===== src/design/mcu_pkg.sv =====
// ***************************************************************************
// bus structs, target enum, memory map, always-on register offsets
// and interrupt vector positions
// ***************************************************************************

package mcu_pkg;

  // bus widths
  localparam int unsigned ADDR_W = 32;
  localparam int unsigned DATA_W = 32;
  localparam int unsigned BE_W   = 4;

  // memory banks
  localparam int unsigned NUM_BANKS  = 2;
  localparam int unsigned BANK_WORDS = 256;
  localparam int unsigned BANK_AW    = $clog2(BANK_WORDS);
  localparam int unsigned WORD_LSB   = $clog2(BE_W);
  localparam int unsigned BANK_LSB   = WORD_LSB + BANK_AW;
  localparam int unsigned BANK_SEL_W = $clog2(NUM_BANKS);

  // memory map
  localparam logic [ADDR_W-1:0] RAM_BASE = 32'h0000_0000;
  localparam logic [ADDR_W-1:0] RAM_SIZE = ADDR_W'(NUM_BANKS * BANK_WORDS * BE_W);
  localparam logic [ADDR_W-1:0] AO_BASE  = 32'h2000_0000;
  localparam logic [ADDR_W-1:0] AO_SIZE  = 32'h0000_1000;
  localparam int unsigned       AO_OFS_W = $clog2(AO_SIZE);

  // always-on register offsets
  localparam logic [AO_OFS_W-1:0] EXIT_VALID_OFS = 12'h000;
  localparam logic [AO_OFS_W-1:0] EXIT_VALUE_OFS = 12'h004;
  localparam logic [AO_OFS_W-1:0] MSIP_OFS       = 12'h008;
  localparam logic [AO_OFS_W-1:0] FAST_PEND_OFS  = 12'h00C;
  localparam logic [AO_OFS_W-1:0] FAST_EN_OFS    = 12'h010;

  // interrupt vector layout
  localparam int unsigned INTR_W        = 32;
  localparam int unsigned NUM_FAST_INTR = 15;
  localparam int unsigned IRQ_SW_BIT    = 3;
  localparam int unsigned IRQ_EXT_BIT   = 11;
  localparam int unsigned IRQ_FAST_LSB  = 16;

  typedef struct packed {
    logic              req;
    logic              we;
    logic [BE_W-1:0]   be;
    logic [ADDR_W-1:0] addr;
    logic [DATA_W-1:0] wdata;
  } obi_req_t;

  typedef struct packed {
    logic              gnt;
    logic              rvalid;
    logic              err;
    logic [DATA_W-1:0] rdata;
  } obi_resp_t;

  typedef enum logic [1:0] {
    TGT_RAM0 = 2'd0,
    TGT_RAM1 = 2'd1,
    TGT_AO   = 2'd2,
    TGT_NONE = 2'd3
  } bus_tgt_e;

endpackage


===== src/design/sys_bus_resp_mux.sv =====
// ***************************************************************************
// response steering: remembers the granted target, returns its response
// and builds the error response for unmapped accesses
// ***************************************************************************

`timescale 1ns/1ps

module sys_bus_resp_mux
  import mcu_pkg::*;
(
  input  logic                      clk_i,
  input  logic                      rst_n_i,
  input  obi_req_t                  bus_req_i,
  input  bus_tgt_e                  tgt_i,
  input  obi_resp_t [NUM_BANKS-1:0] ram_resp_i,
  input  obi_resp_t                 ao_resp_i,
  output obi_resp_t                 bus_resp_o
);

  bus_tgt_e  tgt_q;
  logic      valid_q;
  obi_resp_t sel_resp;

  // every target accepts at once, so each req is a grant
  always_ff @(posedge clk_i) begin
    if (!rst_n_i) begin
      tgt_q   <= TGT_NONE;
      valid_q <= 1'b0;
    end else begin
      valid_q <= bus_req_i.req;
      if (bus_req_i.req) begin
        tgt_q <= tgt_i;
      end
    end
  end

  always_comb begin
    unique case (tgt_q)
      TGT_RAM0: sel_resp = ram_resp_i[0];
      TGT_RAM1: sel_resp = ram_resp_i[1];
      TGT_AO:   sel_resp = ao_resp_i;
      // unmapped, answered here
      default: begin
        sel_resp        = '0;
        sel_resp.rvalid = 1'b1;
        sel_resp.err    = 1'b1;
      end
    endcase
  end

  assign bus_resp_o.gnt    = bus_req_i.req;
  assign bus_resp_o.rvalid = valid_q & sel_resp.rvalid;
  assign bus_resp_o.err    = valid_q & sel_resp.err;
  assign bus_resp_o.rdata  = sel_resp.rdata;

endmodule


===== config.mk =====
export PLATFORM = sky130hd
export DESIGN_NAME = sys_bus_resp_mux
export DESIGN_NICKNAME = d
export VERILOG_FILES = /design/src/design/mcu_pkg.sv /design/src/design/sys_bus_resp_mux.sv
export SDC_FILE = /design/constraint.sdc
export NUM_CORES = 1
export LEC_CHECK = 0
export ABC_AREA = 1
export BUFFER_PORTS_ARGS = -buffer_cell sky130_fd_sc_hd__buf_2
export CORE_AREA = 5 5 81 83
export CTS_CLUSTER_DIAMETER = 200
export CTS_CLUSTER_SIZE = 8
export DETAILED_ROUTE_END_ITERATION = 6
export DIE_AREA = 0 0 86 88
export MAX_ROUTING_LAYER = met4
export PLACE_DENSITY_LB_ADDON = 0.2
export SLEW_MARGIN = 30
export SYNTH_ARGS = -nofsm -noshare
export SYNTH_HDL_FRONTEND = slang
export SYNTH_SLANG_ARGS = --single-unit
export TNS_END_PERCENT = 50

===== constraint.sdc =====
create_clock -name clk_i -period 1.3 [get_ports clk_i]
set_input_delay 0.195 -clock clk_i [delete_from_list [all_inputs] [get_ports clk_i]]
set_output_delay 0.195 -clock clk_i [all_outputs]
set_load 0.1 [all_outputs]

==> qor.csv <==
metric,value,unit
fin_ws,-0.243,ns
grt_usage,11.5,%
place_ws,-0.0619,ns
rrSetupSlack,0.52,ns
min_period,1.54,ns
fp.dieArea,7570,um^2
final_cell_mix,"buf_2 (107), nand2_1 (94), buf_12 (41), nand3_4 (31), nand2_2 (9)",
critPathCaptureType,output pin,
ant_nets,0,
ir_drop,586,uV
fin_tns_setup,-7.57,ns
cts_tree,yes,
clkLatencyLatePin,0.21,ns
h-tree-depth,1,
required,1.11,ns
syn_inst,164,
setup_viol_count_final,34,
gr-total-overflow,0,
power_density,761,nW/um^2
violations,negative setup slack,
area_delta_synth_final,234,%
antenna_found_initial,0,
rsz0062_at_grt,yes,
drv_slew,0,
ys_seq_area_share,7.43,%
hold-path-cell-count,3,
core_area,5780,um^2
criticalPathCategory,reg2out,
tightest_slew,0.484,ns
min_to,tgt_q[1]$_SDFFE_PN1P_,
drtIter0Drc,13,
fmax,648,MHz
multi_input_area,1050,um^2
power,2.05,mW
fin_crit_sh,119,%
wl_met1,1790,um
synth.avg_cell_area,4.93,um^2
fp.dieW,86,um
dr.max_layer_used,met3,
io_buffers,141,
num_vias,1570,
detail_route.wirelength,4570,um
ff_latch_area,67.6,um^2
grt_pass1_wl,7020,um
r2r_cells,3,
num_rows,28,
cp_max_fo,14,
grt_start_max_net_pins,19,
leakagePower,1.38,nW
dieHeight,88,um
r2r-end,tgt_q[1]$_SDFFE_PN1P_,
n_antenna_cell,0,
dp_hpwl,3860,um
crit_path_start_kind,flip-flop,
layout_commonest_cell,buf_2,
syn_nets,343,
timing.hold.ws,0.200,ns
yosysWarnings,0,
viasPerCell,4.07,
cts_made_buffers,3,
maxSlewHeadroom,67.9,%
r2r_start,tgt_q[1]$_SDFFE_PN1P_,
wl_per_cell,11.8,um
grt_pass1_vias,1579,
num_io_pins,214,
clk_pin_slew,0.03,ns
hp-start,tgt_i[1],
status,finished with violations,
clock-root-buffer,clkbuf_8,
cts-hold-fix-buffers,0,
fin_nets,491,
routed-wl-met3,507,um
initial_core_util,14.0,%
ys_types,13,
skew,0,ns
cts_buffer_depth,2,
hold_class,in2reg,
maxCapViolations,0,
nFillCells,587,
drive_above_1_share,66.6,%
dr.pass1.iters,4,
drc,0,
hold_violations,0,
fin_cells,386,
yosys_register_bits,3,
place.gp.congestion,0.708,
met2WireLength,2280,um
placedCellCount,379,
syn_area,808,um^2
cp.arrival,1.35,ns
cts_sinks,3,
==> routing by layer <==
metal	vias to the layer above	global-route usage, %
li1	816	-
met5	-	-
met2	84	19.8
met3	0	2.54
met1	670	13.9
met4	0	1.73
==> synth_stat cells (all sizes together) <==
master / n / area [um^2]
nor2: 3 / 28.8
buf: 10 / 73.8
o21ai: 2 / 10.0
nand3: 36 / 215
o211ai: 2 / 15.0
dfxtp: 3 / 60.1
nand2: 103 / 387
inv: 5 / 18.8
==> worst max-delay path by stage <==
stage	start	to	slack, ns
after floorplan	tgt_q[1]$_SDFFE_PN1P_	bus_resp_o[1]	-0.05
after global placement	tgt_q[1]$_SDFFE_PN1P_	bus_resp_o[7]	-0.06
after detailed placement	tgt_q[1]$_SDFFE_PN1P_	bus_resp_o[11]	-0.06
after CTS	tgt_q[1]$_SDFFE_PN1P_	bus_resp_o[11]	-0.27
after global routing	tgt_q[1]$_SDFFE_PN1P_	bus_resp_o[10]	-0.31
final	tgt_q[1]$_SDFFE_PN1P_	bus_resp_o[31]	-0.24
==> cell families after synthesis <==
kind of cell | share of synthesized area (%)
buffers and inverters | 11.5
AO/OA/AOI/OAI | 3.10
AND/OR/NAND/NOR | 78.0
flip-flops | 7.43
==> metrics by stage <==
step | instance area, um^2 | util [%]
5_1_grt | 2700 | 46.6
3_5_place_dp | 2560 | 44.3
3_3_place_gp | 2560 | 44.3
6_report | 2700 | 46.6
4_1_cts | 2620 | 45.3
2_1_floorplan | 1180 | -
==> flip-flops by register name, indices dropped and copies added, names as in the netlist <==
| signal | cells |
|---|---|
| tgt_q | 2 |
| valid_q | 1 |
==> critical path, stage by stage (launching register included) <==
cell	delay, ns
dfxtp_4	0.36
nor2_4	0.13
buf_12	0.14
buf_12	0.14
nand2_1	0.09
nand3_4	0.10
buf_12	0.17
==> what timing repair did <==
action,4_1_cts,5_1_grt
resized for setup,6,9
pin swaps,1,2
gates cloned,0,2
setup buffers,0,1
endpoints found under the setup margin,34,34
==> area by class of cell <==
cell class	instances	area share, %
Sequential cell	3	2.51
Multi-Input combinational cell	146	38.8
Inverter	5	1.07
Timing Repair Buffer	153	52.5
Tap cell	75	3.48
Clock buffer	4	1.67
==> report_power, final <==
| group | switching (mW) | total (mW) | internal, mW | leakage [nW] |
|---|---|---|---|---|
| registers | 0.0114 | 0.109 | 0.0981 | 0.0252 |
| clock network | 0.0572 | 0.266 | 0.209 | 0.0228 |
| logic | 1.03 | 1.68 | 0.643 | 1.34 |
| total | 1.10 | 2.05 | 0.950 | 1.38 |
Power figures use the tool's default switching activity.
