$ cat config.mk
export PLATFORM = sky130hd
export DESIGN_NAME = sys_bus_decoder
export DESIGN_NICKNAME = d
export VERILOG_FILES = /design/src/design/mcu_pkg.sv /design/src/design/sys_bus_decoder.sv
export SDC_FILE = /design/constraint.sdc
export NUM_CORES = 1
export LEC_CHECK = 0
export BUFFER_PORTS_ARGS = -buffer_cell sky130_fd_sc_hd__clkbuf_2
export CAP_MARGIN = 20
export CORE_AREA = 2 2 110 112
export DETAILED_ROUTE_END_ITERATION = 12
export DIE_AREA = 0 0 112 114
export GPL_ROUTABILITY_DRIVEN = 0
export GPL_TIMING_DRIVEN = 1
export SETUP_SLACK_MARGIN = 0.1
export SLEW_MARGIN = 0
export SYNTH_ARGS = -nofsm -noshare
export SYNTH_HDL_FRONTEND = slang
export SYNTH_SLANG_ARGS = --single-unit
export TNS_END_PERCENT = 10
$ cat constraint.sdc
create_clock -name vclk -period 1.7
set_clock_uncertainty 0.05 [all_clocks]
set_input_delay 0.34 -clock vclk [all_inputs]
set_output_delay 0.34 -clock vclk [all_outputs]
set_load 0.05 [all_outputs]
$ cat src/design/mcu_pkg.sv
// ***************************************************************************
// bus structs, target enum, memory map, always-on register offsets
// and interrupt vector positions
// ***************************************************************************

package mcu_pkg;

  // bus widths
  localparam int unsigned ADDR_W = 32;
  localparam int unsigned DATA_W = 32;
  localparam int unsigned BE_W   = 4;

  // memory banks
  localparam int unsigned NUM_BANKS  = 2;
  localparam int unsigned BANK_WORDS = 256;
  localparam int unsigned BANK_AW    = $clog2(BANK_WORDS);
  localparam int unsigned WORD_LSB   = $clog2(BE_W);
  localparam int unsigned BANK_LSB   = WORD_LSB + BANK_AW;
  localparam int unsigned BANK_SEL_W = $clog2(NUM_BANKS);

  // memory map
  localparam logic [ADDR_W-1:0] RAM_BASE = 32'h0000_0000;
  localparam logic [ADDR_W-1:0] RAM_SIZE = ADDR_W'(NUM_BANKS * BANK_WORDS * BE_W);
  localparam logic [ADDR_W-1:0] AO_BASE  = 32'h2000_0000;
  localparam logic [ADDR_W-1:0] AO_SIZE  = 32'h0000_1000;
  localparam int unsigned       AO_OFS_W = $clog2(AO_SIZE);

  // always-on register offsets
  localparam logic [AO_OFS_W-1:0] EXIT_VALID_OFS = 12'h000;
  localparam logic [AO_OFS_W-1:0] EXIT_VALUE_OFS = 12'h004;
  localparam logic [AO_OFS_W-1:0] MSIP_OFS       = 12'h008;
  localparam logic [AO_OFS_W-1:0] FAST_PEND_OFS  = 12'h00C;
  localparam logic [AO_OFS_W-1:0] FAST_EN_OFS    = 12'h010;

  // interrupt vector layout
  localparam int unsigned INTR_W        = 32;
  localparam int unsigned NUM_FAST_INTR = 15;
  localparam int unsigned IRQ_SW_BIT    = 3;
  localparam int unsigned IRQ_EXT_BIT   = 11;
  localparam int unsigned IRQ_FAST_LSB  = 16;

  typedef struct packed {
    logic              req;
    logic              we;
    logic [BE_W-1:0]   be;
    logic [ADDR_W-1:0] addr;
    logic [DATA_W-1:0] wdata;
  } obi_req_t;

  typedef struct packed {
    logic              gnt;
    logic              rvalid;
    logic              err;
    logic [DATA_W-1:0] rdata;
  } obi_resp_t;

  typedef enum logic [1:0] {
    TGT_RAM0 = 2'd0,
    TGT_RAM1 = 2'd1,
    TGT_AO   = 2'd2,
    TGT_NONE = 2'd3
  } bus_tgt_e;

endpackage

$ cat src/design/sys_bus_decoder.sv
// ***************************************************************************
// system bus address decoder, one request fanned out to ram banks
// and the always-on block
// ***************************************************************************

`timescale 1ns/1ps

module sys_bus_decoder
  import mcu_pkg::*;
(
  input  obi_req_t                 bus_req_i,
  output obi_req_t [NUM_BANKS-1:0] ram_req_o,
  output obi_req_t                 ao_req_o,
  output bus_tgt_e                 tgt_o
);

  logic [ADDR_W-1:0]     ram_ofs;
  logic [ADDR_W-1:0]     ao_ofs;
  logic [BANK_SEL_W-1:0] bank_idx;
  logic [NUM_BANKS-1:0]  ram_hit;
  logic                  ao_hit;

  // offsets into each window, wrap makes anything below base look out of range
  assign ram_ofs  = bus_req_i.addr - RAM_BASE;
  assign ao_ofs   = bus_req_i.addr - AO_BASE;
  assign bank_idx = ram_ofs[BANK_LSB +: BANK_SEL_W];

  always_comb begin
    ram_hit = '0;
    ao_hit  = 1'b0;
    tgt_o   = TGT_NONE;
    if (ram_ofs < RAM_SIZE) begin
      ram_hit[bank_idx] = 1'b1;
      tgt_o = (bank_idx == '0) ? TGT_RAM0 : TGT_RAM1;
    end else if (ao_ofs < AO_SIZE) begin
      ao_hit = 1'b1;
      tgt_o  = TGT_AO;
    end
  end

  // payload goes everywhere, only the selected target sees req
  always_comb begin
    for (int i = 0; i < NUM_BANKS; i++) begin
      ram_req_o[i]     = bus_req_i;
      ram_req_o[i].req = bus_req_i.req & ram_hit[i];
    end
    ao_req_o     = bus_req_i;
    ao_req_o.req = bus_req_i.req & ao_hit;
  end

endmodule

==> impl_results.md <==
- Initial antenna violation count: 0
- Synth cell types: 15
- NetSw: 0.391 mW
- First-pass GRT wire length: 5420 um
- Req. time, crit path: 1.31 ns
- Clock buffers: 0
- 1st-iter DRT viols: 27
- Sequential fraction of the synthesis area: 0%
- NumNets Final: 216
- PD cells: between 400 and 500 nW/um^2
- Die height: 114 um
- Synth area leader: buf_4
- # IOs: 282
- Crit path launch: bus_req_i[62]
- Slowest cell delay on critical path: 0.59 ns
- Vias in the first global route: 800
- Post-Route WL: 4250 um
- Cell Area, Synth: between 1500 and 2000 sq um
- Final total power: 0.506 mW
- Via count: ~850
- Detailed Routing Iterations Pass 1: 3
- Worst path slowest cell: or4_4
- Buf/Inv on CP: 2
- DRC Markers: 0
- Slew @ Worst Pin: 0.336 ns
- Total die area: 12800 sq um
- I/O Buffers: 94
- Num rows: 40
- Failing checks: negative setup slack
- GRT overflow: 0
- Largest net degree at the start of global routing: 6
- Final worst setup slack: -0.283 ns
- Endpoints failing hold: 0
- WP data arrival: 1.59 ns
- Fraction of layout cells with a size suffix above 1: between 80% and 90%
- Maxcap violations: 0
- Vias per inst: 2.92
- Critical Path Start Type: input port
- Synth warn: 0
- HPWL after detailed placement: 3870 um
- Slew Viols, Final: 0
- Starting Density: about 15%
- Storage cell area: 0 sq um
- Antenna diodes: 0
- Num sequential: 0
- Synth top area share: 91.3%
- Peak VDD IR: 0.165 mV
- Fillers: about 1400
- Static leakage: 0.616 nW
- Flop pwr share: 0%
- Ranking of synthesized cells by area: buf_4, nor4_1, nand3_1
- Area growth from synthesis to layout: -33.6%
- Final setup violation count: 5
- Post-route ant nets: 0
- All-Layer GR Usage: 5.61%
- Class of the worst hold path: in -> out
- Worst path top cell family by delay: simple AND/OR/NAND/NOR gates
- Fmax: 504 MHz
- Avg Cell Area, Syn: around 7.3 sq um
- Fin crit period: 1.98 ns
- Slew HR: 77.7%
- Dpl ws: -0.414 ns
- Cell Int Power: 0.115 mW
- Post-Synthesis Cells: between 200 and 250
- Status: finished, violations left
- Combinational power share: 100.0%
- Drt wl/cell: roughly 15 um
- Area of the multi-input gates: 224 sq um
- Die Width: approximately 110 um
- Syn_nets: between 300 and 400
- WS Path Type: in -> out
- Critical Path Sink Type: primary output
- CP Cell Sequence: buf_6 -> or4_4 -> or3_4 -> buf_8
- Last element of the critical path: tgt_o[1]
- Stages on worst setup path: 4
- Core footprint: 11700 sq um
- Switching Share: slightly below 80%
- Clock group share of total power: 0%
- Crit-path max FO: 4
- Final period utilization: 117%
- RSZ-0062 raised after global routing: true
area by class of cell:
cell class	instances	share of cell area, %
multi-input combinational	23	19.8
inverter	2	0.664
tap	147	16.3
timing repair buffer	118	63.2
synth_stat cells:
master,count
buf_4,207
nor2_1,4
nor4_1,4
nand3_1,3
and3_1,2
inv_1,2
nand2_1,2
and4_1,1
ha_1,1
nand2b_1,1
nor3_1,1
o22ai_1,1
or3_1,1
or4_4,1
xor2_1,1
power by group through the flow:
stage | Combinational (mW) | Sequential, mW | Clock [mW]
2_1_floorplan | 1.33 | 0 | 0
3_3_place_gp | 0.498 | 0 | 0
3_5_place_dp | 0.498 | 0 | 0
4_1_cts | 0.501 | 0 | 0
5_1_grt | 0.527 | 0 | 0
6_report | 0.506 | 0 | 0
layout by cell type, fill, tap and decap left out, drive strengths merged:
master	instances
or3	1
clkbuf	90
and3	2
nand2	2
nor4	4
inv	2
and4	1
nor3	1
nand2b	1
or4	1
xor2	1
nand3	3
o22ai	1
ha	1
nor2	4
buf	28
cells by family after synthesis:
| kind of cell | synth area share [%] |
|---|---|
| AOI/OAI and AO/OA | 0.368 |
| xor gates and xnor gates | 0.515 |
| adders and majority gates | 0.735 |
| buffers and inverters | 91.8 |
| and+or+nand+nor | 6.62 |
metrics by stage:
stage / cells / hold WS [ns] / setup TNS, ns / area, sq um / util, %
2_1_floorplan: 232 / 0.797 / -0.893 / 1730 / -
3_3_place_gp: 290 / 0.631 / -1.53 / 1040 / 8.90
3_5_place_dp: 290 / 0.631 / -1.57 / 1040 / 8.90
4_1_cts: 290 / 0.631 / -1.16 / 1080 / 9.26
5_1_grt: 290 / 0.630 / -1.31 / 1130 / 9.65
6_report: 290 / 0.630 / -1.10 / 1130 / 9.65
what timing repair did:
action                                  in CTS  in global routing
gates cloned                                 0                  0
endpoints found under the setup margin       5                  5
setup buffers                                0                  0
hold buffers                                 0                  0
pin swaps                                    2                  2
resized for setup                            9                  7
worst min path at each step:
stage,from,depth (start not counted),to
3_5_place_dp,bus_req_i[26],0,ao_req_o[26]
5_1_grt,bus_req_i[23],0,ram_req_o[23]
3_3_place_gp,bus_req_i[26],0,ao_req_o[26]
2_1_floorplan,bus_req_i[0],1,ao_req_o[0]
4_1_cts,bus_req_i[26],0,ao_req_o[26]
6_report,bus_req_i[40],0,ram_req_o[110]
layer usage:
metal  vias up  share of wire (%)  track usage, %
li1        336                  -               -
met1       342                 24            4.20
met2       126                 55            11.7
met3        42                 17            2.82
met4         0                4.5            2.36
met5         -                  0               0
Note: power is estimated with default switching activity, not from simulation.
