<file path="src/design/mcu_pkg.sv">
// ***************************************************************************
// bus structs, target enum, memory map, always-on register offsets
// and interrupt vector positions
// ***************************************************************************

package mcu_pkg;

  // bus widths
  localparam int unsigned ADDR_W = 32;
  localparam int unsigned DATA_W = 32;
  localparam int unsigned BE_W   = 4;

  // memory banks
  localparam int unsigned NUM_BANKS  = 2;
  localparam int unsigned BANK_WORDS = 256;
  localparam int unsigned BANK_AW    = $clog2(BANK_WORDS);
  localparam int unsigned WORD_LSB   = $clog2(BE_W);
  localparam int unsigned BANK_LSB   = WORD_LSB + BANK_AW;
  localparam int unsigned BANK_SEL_W = $clog2(NUM_BANKS);

  // memory map
  localparam logic [ADDR_W-1:0] RAM_BASE = 32'h0000_0000;
  localparam logic [ADDR_W-1:0] RAM_SIZE = ADDR_W'(NUM_BANKS * BANK_WORDS * BE_W);
  localparam logic [ADDR_W-1:0] AO_BASE  = 32'h2000_0000;
  localparam logic [ADDR_W-1:0] AO_SIZE  = 32'h0000_1000;
  localparam int unsigned       AO_OFS_W = $clog2(AO_SIZE);

  // always-on register offsets
  localparam logic [AO_OFS_W-1:0] EXIT_VALID_OFS = 12'h000;
  localparam logic [AO_OFS_W-1:0] EXIT_VALUE_OFS = 12'h004;
  localparam logic [AO_OFS_W-1:0] MSIP_OFS       = 12'h008;
  localparam logic [AO_OFS_W-1:0] FAST_PEND_OFS  = 12'h00C;
  localparam logic [AO_OFS_W-1:0] FAST_EN_OFS    = 12'h010;

  // interrupt vector layout
  localparam int unsigned INTR_W        = 32;
  localparam int unsigned NUM_FAST_INTR = 15;
  localparam int unsigned IRQ_SW_BIT    = 3;
  localparam int unsigned IRQ_EXT_BIT   = 11;
  localparam int unsigned IRQ_FAST_LSB  = 16;

  typedef struct packed {
    logic              req;
    logic              we;
    logic [BE_W-1:0]   be;
    logic [ADDR_W-1:0] addr;
    logic [DATA_W-1:0] wdata;
  } obi_req_t;

  typedef struct packed {
    logic              gnt;
    logic              rvalid;
    logic              err;
    logic [DATA_W-1:0] rdata;
  } obi_resp_t;

  typedef enum logic [1:0] {
    TGT_RAM0 = 2'd0,
    TGT_RAM1 = 2'd1,
    TGT_AO   = 2'd2,
    TGT_NONE = 2'd3
  } bus_tgt_e;

endpackage

</file>
<file path="src/design/ao_peripheral_regs.sv">
// ***************************************************************************
// always-on registers: exit value/valid, software interrupt,
// fast interrupt pending and enable
// ***************************************************************************

`timescale 1ns/1ps

module ao_peripheral_regs
  import mcu_pkg::*;
(
  input  logic                     clk_i,
  input  logic                     rst_n_i,
  input  obi_req_t                 req_i,
  output obi_resp_t                resp_o,
  input  logic [NUM_FAST_INTR-1:0] fast_intr_i,
  output logic [NUM_FAST_INTR-1:0] irq_fast_o,
  output logic                     msip_o,
  output logic                     exit_valid_o,
  output logic [DATA_W-1:0]        exit_value_o
);

  logic [AO_OFS_W-1:0]      reg_ofs;
  logic                     wr_en;
  logic                     rd_en;
  logic [DATA_W-1:0]        rd_val;
  logic [NUM_FAST_INTR-1:0] pend_clr;

  logic                     exit_valid_q;
  logic [DATA_W-1:0]        exit_value_q;
  logic                     msip_q;
  logic [NUM_FAST_INTR-1:0] pend_q;
  logic [NUM_FAST_INTR-1:0] en_q;
  logic                     rvalid_q;
  logic [DATA_W-1:0]        rdata_q;

  assign reg_ofs = req_i.addr[AO_OFS_W-1:0];
  assign wr_en   = req_i.req & req_i.we;
  assign rd_en   = req_i.req & ~req_i.we;

  // write one to clear
  assign pend_clr = (wr_en && reg_ofs == FAST_PEND_OFS) ?
                    req_i.wdata[NUM_FAST_INTR-1:0] : '0;

  always_comb begin
    unique case (reg_ofs)
      EXIT_VALID_OFS: rd_val = DATA_W'(exit_valid_q);
      EXIT_VALUE_OFS: rd_val = exit_value_q;
      MSIP_OFS:       rd_val = DATA_W'(msip_q);
      FAST_PEND_OFS:  rd_val = DATA_W'(pend_q);
      FAST_EN_OFS:    rd_val = DATA_W'(en_q);
      default:        rd_val = '0;
    endcase
  end

  always_ff @(posedge clk_i) begin
    if (!rst_n_i) begin
      exit_valid_q <= 1'b0;
      exit_value_q <= '0;
      msip_q       <= 1'b0;
      pend_q       <= '0;
      en_q         <= '0;
      rvalid_q     <= 1'b0;
      rdata_q      <= '0;
    end else begin
      rvalid_q <= req_i.req;
      rdata_q  <= rd_en ? rd_val : '0;
      // a source still high overrides the clear
      pend_q   <= (pend_q & ~pend_clr) | fast_intr_i;
      if (wr_en) begin
        unique case (reg_ofs)
          // sticky until reset
          EXIT_VALID_OFS: exit_valid_q <= exit_valid_q | req_i.wdata[0];
          EXIT_VALUE_OFS: exit_value_q <= req_i.wdata;
          MSIP_OFS:       msip_q       <= req_i.wdata[0];
          FAST_EN_OFS:    en_q         <= req_i.wdata[NUM_FAST_INTR-1:0];
          default: ;
        endcase
      end
    end
  end

  assign irq_fast_o   = pend_q & en_q;
  assign msip_o       = msip_q;
  assign exit_valid_o = exit_valid_q;
  assign exit_value_o = exit_value_q;

  assign resp_o.gnt    = 1'b1;
  assign resp_o.rvalid = rvalid_q;
  assign resp_o.err    = 1'b0;
  assign resp_o.rdata  = rdata_q;

endmodule

</file>
<file path="config.mk">
export PLATFORM = sky130hd
export DESIGN_NAME = ao_peripheral_regs
export DESIGN_NICKNAME = d
export VERILOG_FILES = /design/src/design/mcu_pkg.sv /design/src/design/ao_peripheral_regs.sv
export SDC_FILE = /design/constraint.sdc
export NUM_CORES = 1
export LEC_CHECK = 0
export ABC_AREA = 1
export BUFFER_PORTS_ARGS = -buffer_cell sky130_fd_sc_hd__buf_2
export CAP_MARGIN = 20
export CORE_MARGIN = 2
export CORE_UTILIZATION = 51
export DETAILED_ROUTE_END_ITERATION = 16
export PLACE_DENSITY_LB_ADDON = 0.15
export SKIP_LAST_GASP = 1
export SYNTH_ARGS = -nofsm -noshare
export SYNTH_HDL_FRONTEND = slang
export SYNTH_SLANG_ARGS = --single-unit
</file>
<file path="constraint.sdc">
create_clock -name clk_i -period 3.8 [get_ports clk_i]
set_input_delay 0.38 -clock clk_i [delete_from_list [all_inputs] [get_ports clk_i]]
set_output_delay 0.38 -clock clk_i [all_outputs]
set_load 0.02 [all_outputs]
</file>
==> flow_summary.toml <==
[yosys]
synth_largest_type_area_fraction = 0.496
synth.cell_area_um2 = 3920
post_synth_main_area_contributors = "dfxtp_1 (50%), nor2_1 (14%), inv_1 (6.7%)"
synth-seq-cells = 97
ys_types = 24
synth.yosys.seq_area_share = 0.496
yosysWarnings = 0
mappedNetlistNets = 634
syn-mean-instance-area_um2 = 7.16
synth_top_area_cell = "dfxtp_1"
synth_cells = 547

[timing]
finalCriticalPeriod_ns = 2.44
fmax_mhz = 410
slew_headroom = 0.448
report.final.slew_viol_count = 0
grt_setup_unrepaired = "false"
final-hold-violation-count = 0
fin_hold_ws_ns = 0.227
fin_crit_sh = 0.642
fin_worst_skew_ns = 0.00858
timing_worst_slew_pin_value_ns = 0.828
final-setup-viol-count = 0
timing.setup.tns_ns = 0

[setup_path]
timing.critical_path.to_type = "flop"
rr_worst_depth = 3
criticalPathCategory = "input port to flop"
worst_endpoint_required_time_ns = 4.04
crit_path_start_kind = "input port"
path_max_fanout = 32
reg2reg_setup_slack_ns = 2.96
crit_arrival_ns = 2.68

[route]
detail_route.wirelength_um = 10400
postRouteAntennaNets = 0
avgViaCountPerCell = 4.95
detail_route.drc_violations = 0
vias = 3877
drt_pre_antenna_iters = 5
routedWlPerCell_um = 13.3
detailedRoute.firstIterationViolations = 139

[placement]
placement.cell_area_um2 = 4650
place.port_buffers = 144
post-dp-hpwl_um = 6940
routabilityCongestion = 0.848

[grt]
grt_use_met2 = 0.439
number_of_global_route_vias_before_repair = 3586
first_pass_grt_wire_length_um = 17000
grt_use_met1 = 0.318
grt_start_max_net_pins = 50
grt_antenna_before_repair = 0
gr-total-overflow = 0
met3_usage = 0.0468
global_route.usage.total = 0.251
grt.busiest_layer = "met2"

[pwr]
netSwitchingPower_mw = 0.410
finalPower_mw = 1.86
power_leakage_nw = 2.46
internal_power_mw = 1.45
seq_power_share = 0.556
pwr_density_cell_nw_per_um2 = 382
vdd_ir_drop_max_mv = 0.189
power.switching_fraction = 0.220
power.share.combinational = 0.046
power.clock.fraction = 0.398

[cells_and_area]
synthToLayoutAreaGrowth_pct = 24.5
diodes = 0
final_cell_mix = "nor2_1 (144), buf_2 (144), dfxtp_1 (97)"
post_route_cells_drive_above_1_share = 0.282
nets = 766
final_design_area_no_fill_um2 = 4880

[floorplanning]
floorplan.die.width_um = 91.6
placement_rows = 31
initial_core_util = 0.534
dieArea_um2 = 8400
ioPinCount = 171
core_um2 = 7330
die-height_um = 91.6

[clocking]
cts_buffers = 9
cts-root-buf = "clkbuf_8"
worstSkewPairLatency_ns = 0.35
postCtsHoldBufs = 0
clk_path_buf_depth = 2
cts.repair.resized = 0
cts_tree = "yes"
clk_transition_reported_paths_ns = 0.10
clock_sinks = 97
cts_setup_buffers = 0
maximum_level_of_the_cts_h_tree = 3

[flow_run]
max-cap-violations = 0

[min_path]
min_delay_path_depth = 3
min_path_type = "input port to flop"

[status]
run_status = "complete, no violations"
## synth_stat cells, drive strengths merged
cell / instances
inv: 74
clkinv: 2
nor3: 17
clkbuf: 9
a21oi: 17
nand3: 5
conb: 2
o21ai: 49
nand2: 72
nand4: 17
or2: 17
nor2: 152
buf: 17
dfxtp: 97
## per-layer routing
layer  wire [um]  share of wire
met4         107          0.010
met2        5100           0.49
met1        4560           0.44
met5           0              0
met3         652          0.063
## per-stage QoR
stage / cells / worst slack, ns / utilization
after floorplan: 547 / 2.32 / -
after CTS: 783 / 1.34 / 0.665
final: 783 / 1.36 / 0.665
after detailed placement: 767 / 0.986 / 0.634
after global placement: 767 / 1.01 / 0.634
after global routing: 783 / 1.07 / 0.665
## power groups by stage
stage,Sequential [mW],Clock [mW],Combinational (mW)
global placement,1.06,0,0.0829
CTS,1.04,0.750,0.0852
detailed placement,1.06,0,0.0850
finish,1.04,0.741,0.0852
floorplan,1.06,0,0.0398
global route,1.04,0.799,0.0951
## cell families (layout without fill, tap and decap cells)
group,count (synthesis),after routing,share of synthesized area
AOI/OAI and AO/OA,66,66,0.0853
and+or+nand+nor,280,280,0.309
other,2,2,0.00192
DFF,97,97,0.496
buffers and inverters,102,239,0.108
## worst max-delay path, stage by stage
cell and delay, ns:
buf_2 0.09, nor2_1 0.09, nand2_1 0.13, nor2_4 0.12, buf_4 0.28, nand2_2 0.40, nor2_4 0.46, inv_2 0.37
o21ai_0 0.28, nor2_1 0.06
## area by class of cell
class	count	area [um^2]
Tap cell	99	124
Clock buffer	10	138
Inverter	76	285
Multi-Input combinational cell	348	1550
Clock inverter	6	91.3
Fill cell	704	2450
Sequential cell	97	1940
Timing Repair Buffer	147	743
## flip-flops by register name, summed over array words and instances, names as in the netlist
signal and flops:
msip_o 1, rvalid_q 1, pend_q 15, en_q 15
exit_value_o 32, exit_valid_o 1, rdata_q 32
## final timing paths
kind	from	endpoint
setup reg to reg	exit_value_o[10]$_SDFFE_PN0P_	exit_value_o[10]$_SDFFE_PN0P_
setup / recovery	req_i[41]	exit_value_o[10]$_SDFFE_PN0P_
hold / removal	fast_intr_i[6]	pend_q[6]$_SDFF_PN0_
hold reg to reg	exit_value_o[19]$_SDFFE_PN0P_	rdata_q[19]$_SDFF_PN0_
Power figures use the tool's default switching activity.
